[src/common/lsu_defines.svh]
`ifndef LSU_DEFINES_SVH
`define LSU_DEFINES_SVH

// Data and address width
`define LSU_XLEN 32

// Physical register tag width
`define LSU_TAG_W 6

// Store queue slots in a power of two so indices wrap by themselves
`define LSU_STQ_DEPTH 4

`endif
[src/common/lsu_pkg.sv]
`default_nettype none

`include "lsu_defines.svh"

package lsu_pkg;

    typedef logic [`LSU_XLEN-1:0] word_t;
    typedef logic [`LSU_TAG_W-1:0] tag_t;
    typedef logic [$clog2(`LSU_STQ_DEPTH)-1:0] stq_idx_t;
    typedef logic [`LSU_STQ_DEPTH-1:0] stq_mask_t;

    // Source operand waiting on a tag until ready
    typedef struct packed {
        tag_t  tag;
        logic  ready;
        word_t value;
    } operand_t;

    typedef struct packed {
        logic  valid;
        tag_t  tag;
        word_t value;
    } cdb_packet_t;

    typedef struct packed {
        tag_t     dest;
        operand_t base;
        word_t    offset;
    } load_op_t;

    typedef struct packed {
        operand_t base;
        operand_t data;
        word_t    offset;
    } store_op_t;

    // Store queue slot as seen by the load station
    typedef struct packed {
        logic     valid;
        logic     addr_valid;
        word_t    addr;
        operand_t data;
    } stq_entry_t;

    // Picks up a CDB broadcast for an operand still waiting on its tag
    function automatic operand_t capture_operand(operand_t op, cdb_packet_t cdb);
        operand_t res;
        res = op;
        if (!op.ready && cdb.valid && cdb.tag == op.tag) begin
            res.ready = 1'b1;
            res.value = cdb.value;
        end
        return res;
    endfunction

endpackage

`default_nettype wire

[src/common/agu_if.sv]
`default_nettype none

interface agu_if #(
    parameter type payload_t = lsu_pkg::tag_t
);
    // Request channel
    logic           req_valid;
    logic           req_ready;
    lsu_pkg::word_t req_base;
    lsu_pkg::word_t req_offset;
    payload_t       req_payload;

    // Response channel
    logic           rsp_valid;
    logic           rsp_ready;
    lsu_pkg::word_t rsp_addr;
    payload_t       rsp_payload;

    modport requester (
        output req_valid, req_base, req_offset, req_payload, rsp_ready,
        input  req_ready, rsp_valid, rsp_addr, rsp_payload
    );

    modport agu (
        input  req_valid, req_base, req_offset, req_payload, rsp_ready,
        output req_ready, rsp_valid, rsp_addr, rsp_payload
    );

endinterface

`default_nettype wire

[src/hw/lsu_core_top.sv]
`default_nettype none

`include "lsu_defines.svh"

module lsu_core_top (
    input  logic               clk,
    input  logic               rst,
    input  logic               flush,
    input  logic               cdb_valid,
    input  lsu_pkg::tag_t      cdb_tag,
    input  lsu_pkg::word_t     cdb_data,
    input  logic               ld_valid,
    output logic               ld_ready,
    input  lsu_pkg::load_op_t  ld_op,
    input  logic               st_valid,
    output logic               st_ready,
    input  lsu_pkg::store_op_t st_op,
    input  logic               st_commit,
    output logic               mem_rd_valid,
    input  logic               mem_rd_ready,
    output lsu_pkg::word_t     mem_rd_addr,
    input  logic               mem_rsp_valid,
    input  lsu_pkg::word_t     mem_rsp_data,
    output logic               mem_wr_valid,
    input  logic               mem_wr_ready,
    output lsu_pkg::word_t     mem_wr_addr,
    output lsu_pkg::word_t     mem_wr_data,
    output logic               wb_valid,
    input  logic               wb_ready,
    output lsu_pkg::tag_t      wb_tag,
    output lsu_pkg::word_t     wb_data,
    output logic               wb_forwarded
);

    lsu_pkg::cdb_packet_t cdb;
    lsu_pkg::stq_entry_t  stq_entries [`LSU_STQ_DEPTH];
    lsu_pkg::stq_idx_t    stq_head;
    lsu_pkg::stq_mask_t   stq_occupied;

    assign cdb = '{valid: cdb_valid, tag: cdb_tag, value: cdb_data};

    // Loads tag requests by destination register, stores by slot
    agu_if #(.payload_t(lsu_pkg::tag_t))    ld_agu_bus ();
    agu_if #(.payload_t(lsu_pkg::stq_idx_t)) st_agu_bus ();

    agu #(.payload_t(lsu_pkg::tag_t)) i_ld_agu (
        .clk   (clk),
        .rst   (rst),
        .flush (flush),
        .port  (ld_agu_bus)
    );

    agu #(.payload_t(lsu_pkg::stq_idx_t)) i_st_agu (
        .clk   (clk),
        .rst   (rst),
        .flush (flush),
        .port  (st_agu_bus)
    );

    store_queue i_store_queue (
        .clk          (clk),
        .rst          (rst),
        .flush        (flush),
        .cdb          (cdb),
        .st_valid     (st_valid),
        .st_ready     (st_ready),
        .st_op        (st_op),
        .agu          (st_agu_bus),
        .st_commit    (st_commit),
        .mem_wr_valid (mem_wr_valid),
        .mem_wr_ready (mem_wr_ready),
        .mem_wr_addr  (mem_wr_addr),
        .mem_wr_data  (mem_wr_data),
        .entries      (stq_entries),
        .head         (stq_head),
        .occupied     (stq_occupied)
    );

    load_rs i_load_rs (
        .clk           (clk),
        .rst           (rst),
        .flush         (flush),
        .cdb           (cdb),
        .ld_valid      (ld_valid),
        .ld_ready      (ld_ready),
        .ld_op         (ld_op),
        .stq_entries   (stq_entries),
        .stq_head      (stq_head),
        .stq_occupied  (stq_occupied),
        .agu           (ld_agu_bus),
        .mem_rd_valid  (mem_rd_valid),
        .mem_rd_ready  (mem_rd_ready),
        .mem_rd_addr   (mem_rd_addr),
        .mem_rsp_valid (mem_rsp_valid),
        .mem_rsp_data  (mem_rsp_data),
        .wb_valid      (wb_valid),
        .wb_ready      (wb_ready),
        .wb_tag        (wb_tag),
        .wb_data       (wb_data),
        .wb_forwarded  (wb_forwarded)
    );

endmodule

`default_nettype wire

[src/store_queue/store_queue.sv]
`default_nettype none

`include "lsu_defines.svh"

module store_queue (
    input  logic                 clk,
    input  logic                 rst,
    input  logic                 flush,
    input  lsu_pkg::cdb_packet_t cdb,
    input  logic                 st_valid,
    output logic                 st_ready,
    input  lsu_pkg::store_op_t   st_op,
    agu_if.requester             agu,
    input  logic                 st_commit,
    output logic                 mem_wr_valid,
    input  logic                 mem_wr_ready,
    output lsu_pkg::word_t       mem_wr_addr,
    output lsu_pkg::word_t       mem_wr_data,
    output lsu_pkg::stq_entry_t  entries [`LSU_STQ_DEPTH],
    output lsu_pkg::stq_idx_t    head,
    output lsu_pkg::stq_mask_t   occupied
);

    localparam int DEPTH = `LSU_STQ_DEPTH;

    lsu_pkg::stq_entry_t entries_q [DEPTH];
    lsu_pkg::operand_t   base_q [DEPTH];
    lsu_pkg::word_t      offset_q [DEPTH];
    lsu_pkg::stq_mask_t  requested_q;
    lsu_pkg::stq_idx_t   head_q;
    lsu_pkg::stq_idx_t   tail_q;
    logic                req_valid_q;
    lsu_pkg::stq_idx_t   req_idx_q;
    logic                wr_valid_q;

    logic              alloc;
    logic              wr_done;
    logic              head_ready;
    logic              pick_load;
    logic              pick_found;
    lsu_pkg::stq_idx_t pick_idx;
    lsu_pkg::stq_idx_t scan_idx;

    always_comb begin
        for (int i = 0; i < DEPTH; i++) begin
            occupied[i] = entries_q[i].valid;
        end
    end

    assign entries  = entries_q;
    assign head     = head_q;
    assign st_ready = !(&occupied);
    assign alloc    = st_valid && st_ready;
    assign wr_done  = wr_valid_q && mem_wr_ready;

    assign head_ready = entries_q[head_q].valid && entries_q[head_q].addr_valid
                        && entries_q[head_q].data.ready;

    // Oldest slot with its base known and no address asked for yet
    always_comb begin
        pick_found = 1'b0;
        pick_idx   = '0;
        scan_idx   = head_q;
        for (int k = 0; k < DEPTH; k++) begin
            if (!pick_found && entries_q[scan_idx].valid && base_q[scan_idx].ready
                && !entries_q[scan_idx].addr_valid && !requested_q[scan_idx]) begin
                pick_found = 1'b1;
                pick_idx   = scan_idx;
            end
            scan_idx = scan_idx + 1'b1;
        end
    end

    // Request register refills once the current request is taken
    assign pick_load = !req_valid_q || agu.req_ready;

    assign agu.req_valid   = req_valid_q;
    assign agu.req_base    = base_q[req_idx_q].value;
    assign agu.req_offset  = offset_q[req_idx_q];
    assign agu.req_payload = req_idx_q;
    assign agu.rsp_ready   = 1'b1;

    always_ff @(posedge clk) begin
        if (rst || flush) begin
            head_q      <= '0;
            tail_q      <= '0;
            requested_q <= '0;
            req_valid_q <= 1'b0;
            wr_valid_q  <= 1'b0;
            for (int i = 0; i < DEPTH; i++) begin
                entries_q[i].valid      <= 1'b0;
                entries_q[i].addr_valid <= 1'b0;
            end
        end else begin
            if (pick_load) begin
                req_valid_q <= pick_found;
                req_idx_q   <= pick_idx;
                if (pick_found) requested_q[pick_idx] <= 1'b1;
            end
            for (int i = 0; i < DEPTH; i++) begin
                entries_q[i].data <= lsu_pkg::capture_operand(entries_q[i].data, cdb);
                base_q[i]         <= lsu_pkg::capture_operand(base_q[i], cdb);
            end
            if (agu.rsp_valid) begin
                entries_q[agu.rsp_payload].addr       <= agu.rsp_addr;
                entries_q[agu.rsp_payload].addr_valid <= 1'b1;
            end
            if (alloc) begin
                entries_q[tail_q] <= '{valid: 1'b1, addr_valid: 1'b0, addr: '0,
                                       data: lsu_pkg::capture_operand(st_op.data, cdb)};
                base_q[tail_q]      <= lsu_pkg::capture_operand(st_op.base, cdb);
                offset_q[tail_q]    <= st_op.offset;
                requested_q[tail_q] <= 1'b0;
                tail_q              <= tail_q + 1'b1;
            end
            if (st_commit && head_ready) wr_valid_q <= 1'b1;
            if (wr_done) begin
                wr_valid_q                   <= 1'b0;
                entries_q[head_q].valid      <= 1'b0;
                entries_q[head_q].addr_valid <= 1'b0;
                head_q                       <= head_q + 1'b1;
            end
        end
    end

    assign mem_wr_valid = wr_valid_q;
    assign mem_wr_addr  = entries_q[head_q].addr;
    assign mem_wr_data  = entries_q[head_q].data.value;

    // Core commits only a complete head store with no write outstanding
    assert property (@(posedge clk) disable iff (rst || flush)
        st_commit |-> head_ready && !wr_valid_q);

endmodule

`default_nettype wire

[src/hw/load_rs.sv]
`default_nettype none

`include "lsu_defines.svh"

module load_rs (
    input  logic                clk,
    input  logic                rst,
    input  logic                flush,
    input  lsu_pkg::cdb_packet_t cdb,
    input  logic                ld_valid,
    output logic                ld_ready,
    input  lsu_pkg::load_op_t   ld_op,
    input  lsu_pkg::stq_entry_t stq_entries [`LSU_STQ_DEPTH],
    input  lsu_pkg::stq_idx_t   stq_head,
    input  lsu_pkg::stq_mask_t  stq_occupied,
    agu_if.requester            agu,
    output logic                mem_rd_valid,
    input  logic                mem_rd_ready,
    output lsu_pkg::word_t      mem_rd_addr,
    input  logic                mem_rsp_valid,
    input  lsu_pkg::word_t      mem_rsp_data,
    output logic                wb_valid,
    input  logic                wb_ready,
    output lsu_pkg::tag_t       wb_tag,
    output lsu_pkg::word_t      wb_data,
    output logic                wb_forwarded
);

    typedef enum logic [2:0] {
        IDLE,
        WAIT_BASE,
        WAIT_AGU,
        RESOLVE,
        MEM_REQ,
        MEM_WAIT,
        WRITEBACK
    } state_t;

    state_t             state;
    lsu_pkg::load_op_t  op_q;
    lsu_pkg::stq_mask_t older_q;
    lsu_pkg::stq_mask_t older;
    lsu_pkg::word_t     addr_q;
    lsu_pkg::word_t     result_q;
    logic               fwd_q;

    logic              addr_unknown;
    logic              match;
    logic              match_ready;
    logic              resolve_go;
    lsu_pkg::stq_idx_t match_idx;
    lsu_pkg::stq_idx_t idx;

    // Older stores that have since retired drop out of the mask
    assign older = older_q & stq_occupied;

    // Scan from head toward tail so the last hit is the youngest older store
    always_comb begin
        addr_unknown = 1'b0;
        match        = 1'b0;
        match_idx    = '0;
        idx          = stq_head;
        for (int k = 0; k < `LSU_STQ_DEPTH; k++) begin
            if (older[idx]) begin
                if (!stq_entries[idx].addr_valid) begin
                    addr_unknown = 1'b1;
                end else if (stq_entries[idx].addr == addr_q) begin
                    match     = 1'b1;
                    match_idx = idx;
                end
            end
            idx = idx + 1'b1;
        end
        match_ready = match && stq_entries[match_idx].data.ready;
        resolve_go  = !addr_unknown && (!match || match_ready);
    end

    always_ff @(posedge clk) begin
        if (rst || flush) begin
            state <= IDLE;
        end else begin
            case (state)
                IDLE:      if (ld_valid) state <= WAIT_BASE;
                WAIT_BASE: if (agu.req_valid && agu.req_ready) state <= WAIT_AGU;
                WAIT_AGU:  if (agu.rsp_valid) state <= RESOLVE;
                RESOLVE:   if (resolve_go) state <= match ? WRITEBACK : MEM_REQ;
                MEM_REQ:   if (mem_rd_ready) state <= MEM_WAIT;
                MEM_WAIT:  if (mem_rsp_valid) state <= WRITEBACK;
                WRITEBACK: if (wb_ready) state <= IDLE;
                default:   state <= IDLE;
            endcase
        end
    end

    always_ff @(posedge clk) begin
        if (ld_valid && ld_ready) begin
            op_q      <= ld_op;
            op_q.base <= lsu_pkg::capture_operand(ld_op.base, cdb);
            older_q   <= stq_occupied;
        end else begin
            op_q.base <= lsu_pkg::capture_operand(op_q.base, cdb);
            older_q   <= older;
        end
        if (state == WAIT_AGU && agu.rsp_valid) begin
            addr_q <= agu.rsp_addr;
        end
        if (state == RESOLVE && resolve_go && match) begin
            result_q <= stq_entries[match_idx].data.value;
            fwd_q    <= 1'b1;
        end
        if (state == MEM_WAIT && mem_rsp_valid) begin
            result_q <= mem_rsp_data;
            fwd_q    <= 1'b0;
        end
    end

    assign ld_ready = (state == IDLE);

    assign agu.req_valid   = (state == WAIT_BASE) && op_q.base.ready;
    assign agu.req_base    = op_q.base.value;
    assign agu.req_offset  = op_q.offset;
    assign agu.req_payload = op_q.dest;
    assign agu.rsp_ready   = (state == WAIT_AGU);

    assign mem_rd_valid = (state == MEM_REQ);
    assign mem_rd_addr  = addr_q;

    assign wb_valid     = (state == WRITEBACK);
    assign wb_tag       = op_q.dest;
    assign wb_data      = result_q;
    assign wb_forwarded = fwd_q;

    // Memory answers only a read this station is waiting for
    assert property (@(posedge clk) disable iff (rst || flush)
        mem_rsp_valid |-> state == MEM_WAIT);

    // Address from the AGU belongs to the load held here
    assert property (@(posedge clk) disable iff (rst || flush)
        agu.rsp_valid && agu.rsp_ready |-> agu.rsp_payload == op_q.dest);

endmodule

`default_nettype wire

[src/hw/agu.sv]
`default_nettype none

module agu #(
    parameter type payload_t = lsu_pkg::tag_t
) (
    input  logic clk,
    input  logic rst,
    input  logic flush,
    agu_if.agu   port
);

    logic           out_valid;
    lsu_pkg::word_t addr_q;
    payload_t       payload_q;
    logic           req_fire;

    // Accept when the output slot is free or drains this cycle
    assign port.req_ready = !out_valid || port.rsp_ready;
    assign req_fire = port.req_valid && port.req_ready;

    always_ff @(posedge clk) begin
        if (rst || flush) begin
            out_valid <= 1'b0;
        end else if (req_fire) begin
            out_valid <= 1'b1;
        end else if (port.rsp_ready) begin
            out_valid <= 1'b0;
        end
    end

    always_ff @(posedge clk) begin
        if (req_fire) begin
            addr_q    <= port.req_base + port.req_offset;
            payload_q <= port.req_payload;
        end
    end

    assign port.rsp_valid   = out_valid;
    assign port.rsp_addr    = addr_q;
    assign port.rsp_payload = payload_q;

    // Stalled result stays put until the requester takes it
    assert property (@(posedge clk) disable iff (rst || flush)
        port.rsp_valid && !port.rsp_ready |=>
            port.rsp_valid && $stable(port.rsp_addr) && $stable(port.rsp_payload));

endmodule

`default_nettype wire

[config.mk]
export PLATFORM = sky130hd
export DESIGN_NAME = lsu_core_top
export DESIGN_NICKNAME = d
export VERILOG_FILES = /design/src/common/lsu_pkg.sv /design/src/common/agu_if.sv /design/src/hw/lsu_core_top.sv /design/src/store_queue/store_queue.sv /design/src/hw/load_rs.sv /design/src/hw/agu.sv
export VERILOG_INCLUDE_DIRS = /design/src /design/src/common
export SDC_FILE = /design/constraint.sdc
export NUM_CORES = 2
export LEC_CHECK = 0
export ABC_CLOCK_PERIOD_IN_PS = 30500
export BUFFER_PORTS_ARGS = -buffer_cell sky130_fd_sc_hd__buf_2
export CORE_ASPECT_RATIO = 0.6
export CORE_UTILIZATION = 30
export DETAILED_ROUTE_END_ITERATION = 12
export HOLD_SLACK_MARGIN = 0.03
export PLACE_DENSITY = 0.56
export SLEW_MARGIN = 5
export SYNTH_ARGS = -nofsm -noshare
export SYNTH_HDL_FRONTEND = slang
export SYNTH_SLANG_ARGS = --single-unit
[constraint.sdc]
create_clock -name clk -period 30.5 [get_ports clk]
set_input_delay 3.05 -clock clk [delete_from_list [all_inputs] [get_ports clk]]
set_output_delay 3.05 -clock clk [all_outputs]
set_load 0.03 [all_outputs]
==> key figures <==
Run status
  – Status: completed

Pwr
  – Int Power: 2.03 mW
  – Pwr Density: around 53 mW/mm^2
  – Leakage: between 15 and 20 nW
  – Sw frac: 0.254
  – Clk pwr share: 0.419
  – Sequential group share of total power: 0.475
  – Net Sw Power: approximately 690 uW
  – Peak VDD IR: about 0.036 mV
  – Combinational Power Share: 0.107

Setup path
  – CP max stage delay: about 0.88 ns
  – Critical path origin: i_store_queue.head[1]
  – Crit-path cells: inv_1 -> ha_4 -> buf_4 -> inv_1 -> mux4_2 -> a2111oi_0 -> o2111ai_1 -> nor4_4 -> nor2_1 -> o31ai_4 -> buf_4 -> mux4_2 -> mux2_2
  – Critical path fanouts, max: 65
  – CP Capture Type: flop
  – Critical-path top delay cell: a2111oi_0
  – Startpoint type of the worst setup path: flop
  – Arrival @ worst endpoint: 8.19 ns
  – Worst R2R Start: i_store_queue.head[1]
  – Critical Path RT: just over 30 ns
  – Setup Crit Path Kind: flop to flop

Synthesis
  – Number of synthesized flops with an enable pin: 777
  – Synth Area in Compound Gates: 0.0748
  – Largest family of logic cells by synthesized area: multiplexers
  – Post-synthesis sequential area ratio: 0.546
  – Syn avg cell area: about 13 um^2
  – Syn_nets: 3712
  – Synth Area in Adders: 0.0209
  – Async SR Flop Fraction: 0
  – Multiplexer share of the synthesized area: 0.184
  – Post-Syn Area: approximately 0.044 mm^2
  – Unique masters post-synth: 89
  – Synth warn: 0
  – Cells after Synth: approximately 3400
  – #FFs+latches synth: 809
  – Main synth FF type: edfxtp_1
  – XOR/XNOR Fraction of Synth Area: 0.0524
  – Synth Area in Simple Gates: 0.0910

Timing
  – Tcrit/Tclk final: 0.254
  – Worst hold slack: around 0.42 ns
  – Final min period: around 7.7 ns
  – Worst-margin pin slew: approximately 1.2 ns
  – Setup tns final: 0 ns
  – Max_slew headroom: 0.202
  – Fmax: 129 MHz
  – Final setup margin: between 20 and 25 ns
  – Final setup fails: 0
  – Fin Clk Skew: ~0.05 ns
  – RSZ-0062 raised after global routing: no
  – Count of final hold-check violations: 0
  – Final slew viol count: 0

Place
  – Placer Congestion: approximately 0.97
  – Hpwl dp: between 100 and 150 mm
  – Placed cells: about 5500
  – Port Buf Inserts: 407
  – Pre-CTS setup slack: about 23 ns

Clocking
  – Clock Sinks: around 810
  – CTS tree: done
  – Htree depth: 3
  – Hold_buf cts: 0
  – Skew-Pair Late Insertion Delay: 0.72 ns
  – CTS root buffer: clkbuf_16
  – Register clock-pin slew on the reported worst setup and hold paths: ~0.070 ns
  – Setup Fix Bufs, Post-CTS: 0
  – Cts repair resizes: 0
  – CTS buffer count: 84
  – Max clock buf depth: 3

Global route
  – Gr ovfl total: 0
  – Vias in the first global route: 29600
  – First-pass GRT wire length: roughly 230 mm
  – Initial antenna violation count: 50
  – Overall Global Routing Usage: 0.220
  – Largest net degree at the start of global routing: 80

Cells and area
  – Area Overhead vs Synth: 15.8%
  – Fill cells: between 10000 and 15000
  – Util after Layout: 0.351
  – Final net count: just over 4000
  – Post-route insts no fill: approximately 5700
  – Layout cells sized above 1: 0.286

Die
  – Initial Utilization: 0.303
  – Top Ports: about 400
  – Num rows: 108
  – Die X: slightly below 500 um
  – Core ar.: 0.145 mm^2
  – Die area: 0.148 mm^2
  – Die height: around 300 um

Min path
  – Hold Crit Start: i_ld_agu.port.rsp_addr[5]
  – Worst min path class: flop to flop

Route
  – Avg Vias per Cell: approximately 5.5
  – Drc violations: 0
  – Final WL: between 150 and 200 mm
  – Violation count after the first detailed-route iteration: 3710
  – Drt pass-1 iters: 6
  – Vias post-DR: 31400
  – WL/cell: roughly 29 um
  – ANT nets after route: 0

Run
  – MaxCap Viol Count: 0
-- logic make-up after synthesis --
kind of cell | count (synthesis)
AO/OA/AOI/OAI | 529
XOR/XNOR | 263
adder cells (fa/ha/maj) | 72
buffers and inverters | 293
flip-flops | 809
multiplexers | 503
AND/OR/NAND/NOR | 903
-- registers in the layout (all words and copies together) (netlist names), 4 cells and up, named ones only --
register and flops:
i_store_queue.requested_q 4, i_load_rs.op_q 7, i_load_rs.agu.req_payload 6, i_load_rs.agu.req_offset 32, i_load_rs.wb_data 32, i_load_rs.older_q 4, i_store_queue.base_q 156, i_ld_agu.port.rsp_addr 32
i_store_queue.entries 268, i_st_agu.port.rsp_addr 32, i_load_rs.agu.req_base 32, i_store_queue.offset_q 128, i_load_rs.mem_rd_addr 32
-- stage by stage --
stage	cell area [um^2]	total power [mW]
floorplan	43900	1.49
finish	50900	2.72
detailed placement	47800	1.60
CTS	50800	2.74
global placement	47800	1.60
global route	50800	2.81
-- Yosys cell counts (10+ instances only) --
cell	count	area [um^2]
buf_6	13	146
mux2_2	203	2290
inv_1	52	195
a211oi_1	16	120
o21a_1	17	128
dfxtp_1	32	641
a21o_1	24	180
nor2_1	345	1290
nor3_1	24	120
and3_1	16	100
o21ai_0	48	240
ha_1	70	876
nand3_1	33	165
o21bai_1	10	75.1
mux4_2	218	4910
nand3b_1	13	97.6
nand2_1	334	1250
o22ai_1	138	863
a21oi_1	197	986
buf_2	16	80.1
mux2i_1	76	761
xnor2_1	154	1350
nor4_1	22	138
xor2_1	109	955
nand4_1	38	238
edfxtp_1	777	23300
buf_1	34	128
nor2b_1	11	68.8
and2_1	10	62.6
clkbuf_2	30	150
clkbuf_1	134	503
-- power by group through the flow --
stage	clock network (mW)	logic, mW	registers, mW
floorplan	0	0.187	1.31
global placement	0	0.286	1.31
detailed placement	0	0.289	1.31
CTS	1.16	0.291	1.29
global route	1.20	0.315	1.29
finish	1.14	0.290	1.29
-- cell type report --
type	instances	area [um^2]	share of cell area
flip-flops and latches	809	24000	0.472
multi-input cells	2270	18800	0.369
repair buffers	464	2460	0.0485
well taps	1925	2410	0.0474
clock buffers	98	2220	0.0436
clock inverters	59	774	0.0152
inverters	53	206	0.00406
diodes	11	27.5	0.000541
-- worst max-delay path: cells and delay by family (launching register included) --
kind	cells	cell delay [ns]
AND/OR/NAND/NOR	2	0.49
buffers and inverters	4	2.28
adder cells (fa/ha/maj)	1	0.61
AO/OA/AOI/OAI	3	1.79
multiplexers	3	1.48
flip-flops	1	0.71
-- metal layers --
layer / up-vias / GRT usage / wire (um)
li1: 13500 / - / -
met1: 15900 / 0.329 / 74700
met2: 1724 / 0.308 / 68400
met3: 243 / 0.0691 / 18800
met4: 36 / 0.0489 / 3520
met5: - / 0.00476 / 231
-- worst paths after layout --
kind	end	slack, ns	cells after the start
max	i_load_rs.wb_data[29]	22.76	13
min	i_load_rs.mem_rd_addr[5]	0.42	0
max reg2reg	i_load_rs.wb_data[29]	22.76	13
min reg2reg	i_load_rs.mem_rd_addr[5]	0.42	0
-- cells in the final DEF (no fill, tap or decap), types with 28 or more instances in the layout --
cell       Yosys  final
a21oi_1      197    196
buf_2         16    407
buf_4          9     57
clkbuf_16      0     86
dfxtp_1       32     28
edfxtp_1     777    777
ha_1          70     69
inv_1         52     47
mux2_2       203    203
mux2i_1       76     76
mux4_2       218    218
nand2_1      334    333
nand3_1       33     31
nand4_1       38     38
nor2_1       345    337
o21ai_0       48     45
o22ai_1      138    138
xnor2_1      154    154
xor2_1       109    109
Note: power is estimated with default switching activity, not from simulation.
